### src/hw/lsu_params.svh
// Data width, RAM depth, wait-state count and register number width macros

`ifndef LSU_PARAMS_SVH
`define LSU_PARAMS_SVH

// Register and bus data width
`define LSU_XLEN 64

// Number of doublewords in the data RAM
`define LSU_RAM_WORDS 256

// Cycles from a seen strobe to its completion pulse
`define LSU_WAIT_CYCLES 2

// Register number width
`define LSU_RN_BITS 6

`endif

### src/hw/lsu_pkg.sv
// Dispatch unit codes, access width codes and the RAM word union

`include "lsu_params.svh"

package lsu_pkg;

    ////////////////////////////////////////
    // Dispatch unit codes
    ////////////////////////////////////////

    typedef enum logic [2:0] {
        UNIT_LOAD  = 3'h4,  // Zero-extending load
        UNIT_SLOAD = 3'h5,  // Sign-extending load, LUI when op is 0
        UNIT_STORE = 3'h6
    } unit_code_t;

    ////////////////////////////////////////
    // Access widths, taken from the op field
    ////////////////////////////////////////

    typedef enum logic [1:0] {
        WIDTH8  = 2'h0,
        WIDTH16 = 2'h1,
        WIDTH32 = 2'h2,
        WIDTH64 = 2'h3
    } mem_width_t;

    // One RAM doubleword, byte 0 is the most significant lane
    typedef union packed {
        logic [`LSU_XLEN-1:0] d;
        logic [0:7][7:0]      b;
    } ram_word_u;

endpackage

### src/hw/dmem_if.sv
// Strobe-based data memory bus with master and slave modports

`include "lsu_params.svh"

interface dmem_if import lsu_pkg::*; ();

    logic [`LSU_XLEN-1:0] addr;
    logic [`LSU_XLEN-1:0] dout;  // Store data
    logic [`LSU_XLEN-1:0] din;   // Read data, left-aligned
    mem_width_t           width;
    logic                 rstrobe;
    logic                 wstrobe;
    logic                 cycle_complete;

    // Execute unit side
    modport master (
        output addr, dout, width, rstrobe, wstrobe,
        input  din, cycle_complete
    );

    // RAM side
    modport slave (
        input  addr, dout, width, rstrobe, wstrobe,
        output din, cycle_complete
    );

endinterface

### src/hw/mem_exec_unit.sv
// Load, store and LUI execute unit with its memory access FSM

`include "lsu_params.svh"

module mem_exec_unit import lsu_pkg::*; (
    input  logic                    clk,
    input  logic                    rst_n,

    // Dispatch side
    input  logic [`LSU_XLEN-1:0]    base,
    input  logic [`LSU_XLEN-1:0]    data,
    input  logic [31:0]             offset,
    input  logic                    ex_enable,
    input  logic [`LSU_RN_BITS-1:0] rd_in_rn,
    input  logic [2:0]              unit,
    input  logic [1:0]              op,
    output logic                    ex_busy,

    // Commit side
    output logic [`LSU_XLEN-1:0]    out,
    output logic [`LSU_RN_BITS-1:0] rd_out_rn,
    output logic                    valid,
    input  logic                    stall,

    dmem_if.master                  bus
);

    localparam logic [1:0] ST_IDLE       = 2'h0;
    localparam logic [1:0] ST_READ_WAIT  = 2'h1;
    localparam logic [1:0] ST_WRITE_WAIT = 2'h2;

    logic [1:0]              state;
    logic [`LSU_RN_BITS-1:0] rd_reg;
    unit_code_t              unit_reg;
    logic [1:0]              op_reg;

    logic                    is_load;
    logic                    is_store;
    logic                    is_lui;
    logic                    sign_ext;
    logic [3:0]              field_bytes;
    logic [6:0]              field_shamt;
    logic [`LSU_XLEN-1:0]    load_result;

    ////////////////////////////////////////
    // Operation capture
    ////////////////////////////////////////

    always_ff @(posedge clk or negedge rst_n) begin
        if (!rst_n) begin
            rd_reg   <= '0;
            unit_reg <= UNIT_LOAD;
            op_reg   <= '0;
        end else if (ex_enable) begin
            rd_reg   <= rd_in_rn;
            unit_reg <= unit_code_t'(unit);
            op_reg   <= op;
        end
    end

    // Decode straight from dispatch, valid only with ex_enable
    assign is_load  = (unit == UNIT_LOAD) || (unit == UNIT_SLOAD && op != 2'h0);
    assign is_store = (unit == UNIT_STORE);
    assign is_lui   = (unit == UNIT_SLOAD) && (op == 2'h0);

    assign sign_ext  = (unit_reg == UNIT_SLOAD);  // LUI never reaches a load wait
    assign bus.width = mem_width_t'(op_reg);

    ////////////////////////////////////////
    // Load field extraction
    ////////////////////////////////////////

    // Narrow field sits in the top bytes of din
    assign field_bytes = 4'd1 << op_reg;
    assign field_shamt = 7'(`LSU_XLEN) - {field_bytes, 3'b000};

    always_comb begin
        if (sign_ext) begin
            load_result = $signed(bus.din) >>> field_shamt;
        end else begin
            load_result = bus.din >> field_shamt;
        end
    end

    assign ex_busy = ex_enable || stall || (state != ST_IDLE && !bus.cycle_complete);

    ////////////////////////////////////////
    // Access FSM
    ////////////////////////////////////////

    always_ff @(posedge clk or negedge rst_n) begin
        if (!rst_n) begin
            state       <= ST_IDLE;
            out         <= '0;
            valid       <= 1'b0;
            rd_out_rn   <= '0;
            bus.rstrobe <= 1'b0;
            bus.wstrobe <= 1'b0;
        end else begin
            bus.rstrobe <= 1'b0;  // Strobes last one cycle
            bus.wstrobe <= 1'b0;
            valid       <= 1'b0;
            case (state)
                ST_IDLE: begin
                    rd_out_rn <= '0;
                    if (ex_enable) begin
                        if (is_load) begin
                            bus.rstrobe <= 1'b1;
                            state       <= ST_READ_WAIT;
                        end else if (is_store) begin
                            bus.wstrobe <= 1'b1;
                            state       <= ST_WRITE_WAIT;
                        end else if (is_lui) begin
                            out       <= {offset, {(`LSU_XLEN-32){1'b0}}};
                            valid     <= 1'b1;
                            rd_out_rn <= rd_in_rn;
                        end
                    end
                end
                ST_READ_WAIT: begin
                    if (bus.cycle_complete) begin
                        out       <= load_result;
                        valid     <= 1'b1;
                        rd_out_rn <= rd_reg;
                        state     <= ST_IDLE;
                    end
                end
                ST_WRITE_WAIT: begin
                    if (bus.cycle_complete) begin
                        valid     <= 1'b1;
                        rd_out_rn <= '0;  // Stores write no register
                        state     <= ST_IDLE;
                    end
                end
                default: state <= ST_IDLE;
            endcase
        end
    end

    // Address and store data, held until the next access
    always_ff @(posedge clk) begin
        if (ex_enable && (is_load || is_store)) begin
            bus.addr <= base + `LSU_XLEN'(offset);
            bus.dout <= data;
        end
    end

endmodule

### src/flat_wrapper.sv
// flat-port wrapper written by rule: the top's interface ports become plain ports
module mem_exec_unit_flat import lsu_pkg::*;
  (clk, rst_n, base, data, offset, ex_enable, rd_in_rn, unit, op, ex_busy, out, rd_out_rn, valid, stall, bus_addr, bus_dout, bus_width, bus_rstrobe, bus_wstrobe, bus_din, bus_cycle_complete);
  dmem_if bus_i ();
  input  logic clk;
  input  logic rst_n;
  input  logic [`LSU_XLEN-1:0] base;
  input  logic [`LSU_XLEN-1:0] data;
  input  logic [31:0] offset;
  input  logic ex_enable;
  input  logic [`LSU_RN_BITS-1:0] rd_in_rn;
  input  logic [2:0] unit;
  input  logic [1:0] op;
  output logic ex_busy;
  output logic [`LSU_XLEN-1:0] out;
  output logic [`LSU_RN_BITS-1:0] rd_out_rn;
  output logic valid;
  input  logic stall;
  output wire logic [$bits(bus_i.addr)-1:0] bus_addr;
  output wire logic [$bits(bus_i.dout)-1:0] bus_dout;
  output wire logic [$bits(bus_i.width)-1:0] bus_width;
  output wire logic [$bits(bus_i.rstrobe)-1:0] bus_rstrobe;
  output wire logic [$bits(bus_i.wstrobe)-1:0] bus_wstrobe;
  input wire logic [$bits(bus_i.din)-1:0] bus_din;
  input wire logic [$bits(bus_i.cycle_complete)-1:0] bus_cycle_complete;
  assign bus_addr = bus_i.addr;
  assign bus_dout = bus_i.dout;
  assign bus_width = bus_i.width;
  assign bus_rstrobe = bus_i.rstrobe;
  assign bus_wstrobe = bus_i.wstrobe;
  assign bus_i.din = bus_din;
  assign bus_i.cycle_complete = bus_cycle_complete;
  mem_exec_unit u_core (.clk(clk), .rst_n(rst_n), .base(base), .data(data), .offset(offset), .ex_enable(ex_enable), .rd_in_rn(rd_in_rn), .unit(unit), .op(op), .ex_busy(ex_busy), .out(out), .rd_out_rn(rd_out_rn), .valid(valid), .stall(stall), .bus(bus_i));
endmodule
### config.mk
export PLATFORM = sky130hd
export DESIGN_NAME = mem_exec_unit_flat
export DESIGN_NICKNAME = d
export VERILOG_FILES = /design/src/hw/lsu_pkg.sv /design/src/hw/dmem_if.sv /design/src/hw/mem_exec_unit.sv /design/src/flat_wrapper.sv
export VERILOG_INCLUDE_DIRS = /design/src /design/src/hw
export SDC_FILE = /design/constraint.sdc
export NUM_CORES = 1
export LEC_CHECK = 0
export BUFFER_PORTS_ARGS = -buffer_cell sky130_fd_sc_hd__buf_2
export CORE_MARGIN = 1
export CORE_UTILIZATION = 35
export DETAILED_ROUTE_END_ITERATION = 16
export GPL_TIMING_DRIVEN = 0
export PLACE_DENSITY_LB_ADDON = 0.25
export SETUP_SLACK_MARGIN = 0.1
export SLEW_MARGIN = 10
export SYNTH_ARGS = -nofsm -noshare
export SYNTH_HDL_FRONTEND = slang
export SYNTH_SLANG_ARGS = --single-unit
### constraint.sdc
create_clock -name clk -period 2.5 [get_ports clk]
set_input_delay 0.125 -clock clk [delete_from_list [all_inputs] [get_ports clk]]
set_output_delay 0.125 -clock clk [all_outputs]
set_load 0.005 [all_outputs]
* After elaboration in Yosys (flattened, before gate mapping) *
Cells that the tools add are included.

cells by class
  add/subtract/negate cells = 2
  equality and inequality tests = 14
  shift operators = 3
  muxes and demuxes = 32
  reduce and logical (&&, ||, !) cells = 19

operator list
  operator                                                               number
  64-bit 2-to-1 mux                                                      6
  64-bit one-hot mux with 2 select lines                                 1
  64-bit by 32-bit adder with 64-bit output                              1
  64-bit by 7-bit right shift with 64-bit output                         1
  64-bit by 7-bit >>> shifter with 64-bit output                         1
  6-bit 2-to-1 mux                                                       6
  6-bit one-hot mux with 3 select lines                                  1
  3-bit equality test, second input constant                             4
  1-bit 2-to-1 mux                                                       12
  2-bit != test, second input constant                                   5
  2-bit 2-to-1 mux                                                       4
  7-bit subtractor, first input constant                                 1
  3-bit AND reduction                                                    2
  6-bit AND reduction                                                    1
  2-bit nonzero test                                                     3
  1-bit logical AND                                                      4
  2-bit zero test                                                        2
  1-bit logical OR                                                       4
  2-bit by 1-bit != test with 1-bit output, second input constant        2
  2-bit one-hot mux with 2 select lines                                  1
  1-bit by 2-bit << shifter with 4-bit output, first input constant      1
  3-bit by 1-bit != test with 1-bit output, second input constant        1
  3-bit nonzero test                                                     1
  2-bit by 1-bit equality test with 1-bit output, second input constant  1
  other kinds (4)                                                        4

storage, ports and cells
  bits in registers = 214
  input bits = 240
  output and inout bits = 204
  logic and storage cells = 81

* Logic depth before layout (Yosys ltp) *
  depth after elaboration = 7
  depth in mapped cells = 11

* Worst setup path before layout *
No wires, ideal clock.

  path kind = in2reg
  start point = input unit[0]
  end point = register u_core.state[0]
  arrival = 11.612 ns
  path slack = -9.181 ns
  stages = 5
  path buffers = 0
  cell sequence = nand3b_1 a21boi_0 o21ai_0 o22ai_1 a22o_1

between the ends
  word-level cells in the longest chain between the ends = 6
  elaborated cells between the ends (all ways) = 10
  those cells by class = eq/ne: 4; mux: 3; reduce/logical: 3

RTL lines
  element                                RTL line              text
  start, declared                        flat_wrapper.sv:12    input logic [2:0] unit;
  3-bit equality test                    mem_exec_unit.sv:62   assign is_load = (unit == UNIT_LOAD) || (unit == UNIT_SLOAD && op != 2'h0);
  1-bit logical AND                      mem_exec_unit.sv:62
  1-bit logical OR                       mem_exec_unit.sv:62
  2-bit 2-to-1 mux                       mem_exec_unit.sv:107  if (is_load) begin
  2-bit 2-to-1 mux                       mem_exec_unit.sv:106  if (ex_enable) begin
  2-bit one-hot mux with 2 select lines  mem_exec_unit.sv:103  case (state)
  end signal, assigned                   mem_exec_unit.sv:109  state <= ST_READ_WAIT;
  end signal, assigned                   mem_exec_unit.sv:112  state <= ST_WRITE_WAIT;
  end signal, assigned                   mem_exec_unit.sv:125  state <= ST_IDLE;
  end, declared                          mem_exec_unit.sv:32   logic [1:0] state;

Parallel ways exist; a longest one is shown, timed or not. The select of a mux whose other input is x is not followed.
A chain may end at the register's enable or synchronous reset.

* Worst setup path in the final report *
  start point = input offset[0]
  end point = register u_core.bus.addr[60], data pin

between the ends
  word-level cells in the longest chain between the ends = 1

RTL lines
  element                                    RTL line              text
  start, declared                            flat_wrapper.sv:9     input logic [31:0] offset;
  64-bit by 32-bit adder with 64-bit output  mem_exec_unit.sv:143  bus.addr <= base + `LSU_XLEN'(offset);
  end signal, assigned                       mem_exec_unit.sv:143
  end, declared                              dmem_if.sv:17         output addr, dout, width, rstrobe, wstrobe,

No other way between the ends.

==> flow_summary.toml <==
[worst_setup_path]
crit_arrival_ns = 2.64
timing_worst_setup_path_type = "in2reg"
rr_startpoint = "u_core.state[0]$_DFFE_PN0P_"
critPathCapture = "u_core.bus.addr[60]$_DFFE_PP_"
startpoint = "offset[0]"
startpoint_type = "input port"
reg2reg_depth = 9
worst_setup_path_end_kind = "flop"
worstPathMaxFanout = 6
r2r_slack_ns = 0.27
crit_required_ns = 2.76
reg2reg_to = "u_core.out[26]$_DFFE_PN0P_"

[global_route]
grt_usage_pct = 24.4
antenna_found_initial = 5
grt_max_degree = 45
grt_pass1_vias = 10100
grt_pass1_wl_mm = 58.4
grt_overflow = 0

[cts]
max-clock-path-buffers = 3
clock-sinks = 214
cts.reportedPaths.clkPinSlew_ns = 0.06
numCtsBuffers = 26
cts_max_level = 1
cts_tree = "done"
root_buffer = "clkbuf_16"
insertion_delay_ns = 0.53

[final_layout]
reg_top3 = "u_core.bus.addr (64), u_core.bus.dout (64), u_core.out (64)"
finalNetCount = 1861
syn_to_final_growth_pct = 51.0
final_area_sq_um = 16200
utilization_pct = 54.2
layout.cells.non_filler = 1999
drive_above_1_share_pct = 36.3
nFillCells = 2738

[logic_synthesis]
yosysTopAreaCell = "edfxtp_1"
synth.yosys.seq_area_share_pct = 55.8
synth_ff_type = "edfxtp_1"
ys_top_cells_by_area = "edfxtp_1 (36%), dfrtp_1 (20%), nand2_1 (5.0%), o21ai_0 (4.6%), ha_1 (4.2%)"
synth_cell_types = 64
netlist_area_sq_um = 10800
async_flop_share_pct = 40.2
synth_edf_count = 128
synth.net_count = 1233
ys.warnings.count = 0
synthCells = 956
synth_common_cells = "nand2_1 (144), edfxtp_1 (128), o21ai_0 (98)"
synth_most_common_cell = "nand2_1"
yosys.area.top_type_share_pct = 35.8
syn_avg_cell_area_sq_um = 11.2
synth_seq_cells = 214

[sta]
min_period_over_period_pct = 95.2
finalHoldViolCount = 0
fin_crit_ns = 2.38
fin_skew_ns = 0.0117
finalHoldWorstSlack_ns = 0.00280
fin_ws_ns = 0.119
rsz0062_at_grt = "yes"
drv_slew = 0
setup_viol = 0
relSlewSlack_pct = 48.4
max_freq_ghz = 0.420
worstMarginPinSlew_ns = 0.771

[place]
dp_hpwl_mm = 30.2
dp_slack_ns = -0.933
gp_congestion = 0.882
port_buffers = 443
place_area_sq_um = 13700
dp.cells = 1795

[outcome]
status = "completed"

[routing]
drc_errors = 0
drt_pass1_iterations = 5
viasPerCell = 5.08
postRouteAntennaNets = 0
wire_per_inst_microns = 20.0
vias = 10200
drtIter0Drc = 554
wl_mm = 39.9

[floorplan]
num_rows = 63
die_x_microns = 177
start_util_pct = 35.9
ios = 444
die_area_sq_um = 31400
fp.dieH_microns = 177
design.core.area_sq_um = 30000

[power]
switchingPower_uw = 3580
p_leak_uw = 0.00728
power_density_nw_per_um2 = 723
power.share.clock_pct = 34.1
p_int_uw = 8160
irDropWorstVdd_v = 0.000511
power_frac_comb_pct = 26.7
power_frac_seq_pct = 39.2
sw_frac_of_total_pct = 30.5

[job]
max-cap-violations = 0

[hold_path]
hold_class = "in2reg"
layout by cell type, fill, tap and decap left out, drive strengths merged, types with 12 or more instances in the layout:
cell type,Yosys,final
buf,15,473
nand2,144,144
dlygate4sd3,0,142
edfxtp,128,128
o21ai,99,99
dfrtp,85,85
clkbuf,45,78
a21oi,43,43
a31oi,36,36
ha,36,36
xnor2,33,33
xor2,27,27
nand3,27,27
a21o,26,26
mux2i,24,24
inv,18,20
nor2,19,19
a211oi,17,17
and3,14,14
nand4,13,13
mux2,12,12
layer usage:
layer	routed length [microns]	share of wire [%]	global-route usage, %
met4	1340	3.3	8.30
met3	2630	6.6	4.27
met5	0	0	0
met2	20000	50	43.9
met1	15900	40	29.2
stage by stage:
step,TNS [ns],power (uW)
final,0,11700
after global routing,0,12300
after CTS,0,11800
after detailed placement,-30.20,7560
after global placement,-245.58,7480
after floorplan,-72.64,6120
logic make-up after synthesis:
family	share of synthesized area, %
multiplexers	5.17
buffers and inverters	2.87
adder cells (fa/ha/maj)	4.38
flip-flops	55.8
AO/OA/AOI/OAI	15.5
XOR/XNOR	4.89
AND/OR/NAND/NOR	11.4
area by class of cell:
cell class	count	area, sq um	share of cell area [%]
clock buffer	33	716	4.41
antenna	5	12.5	0.0771
sequential	214	6000	36.9
tap	390	488	3.01
timing repair buffer	600	3870	23.8
buffer	60	260	1.60
inverter	18	67.6	0.416
clock inverter	15	195	1.20
multi-input combinational	664	4630	28.5
worst min path at each step:
stage | start | end | slack, ns | cells after the start
after global routing | offset[29] | u_core.out[61]$_DFFE_PN0P_ | 0.03 | 3
final | offset[29] | u_core.out[61]$_DFFE_PN0P_ | 0.003 | 3
after detailed placement | rst_n | u_core.rd_out_rn[4]$_DFFE_PN0P_ | 0.17 | 1
after floorplan | rst_n | u_core.bus.rstrobe$_DFF_PN0_ | -0.17 | 0
after global placement | data[54] | u_core.bus.dout[54]$_DFFE_PP_ | 0.30 | 1
after CTS | offset[11] | u_core.out[43]$_DFFE_PN0P_ | 0.002 | 3
critical path, stage by stage:
cell	delay, ns
buf_2	0.12
ha_4	0.16
fa_2	0.34
a21o_1	0.22
a31oi_4	0.22
or4_4	0.17
a21o_1	0.17
nand3_4	0.12
a2111oi_4	0.44
buf_4	0.18
buf_6	0.13
nor4_2	0.05
xor2_1	0.20
power groups by stage:
stage          sequential, uW  combinational, uW  clock [uW]
3_3_place_gp             4660               2830           0
6_report                 4600               3130        4000
5_1_grt                  4670               3460        4210
2_1_floorplan            4730               1390           0
3_5_place_dp             4670               2890           0
4_1_cts                  4610               3100        4090
timing repair:
item	in CTS	in global routing
pin swaps	2	12
gates cloned	0	1
resized for setup	11	32
setup endpoints to repair	72	67
endpoints found under the hold margin	188	0
hold buffers	142	0
setup buffers	1	7
No activity file was read; power rests on OpenSTA's default activity.
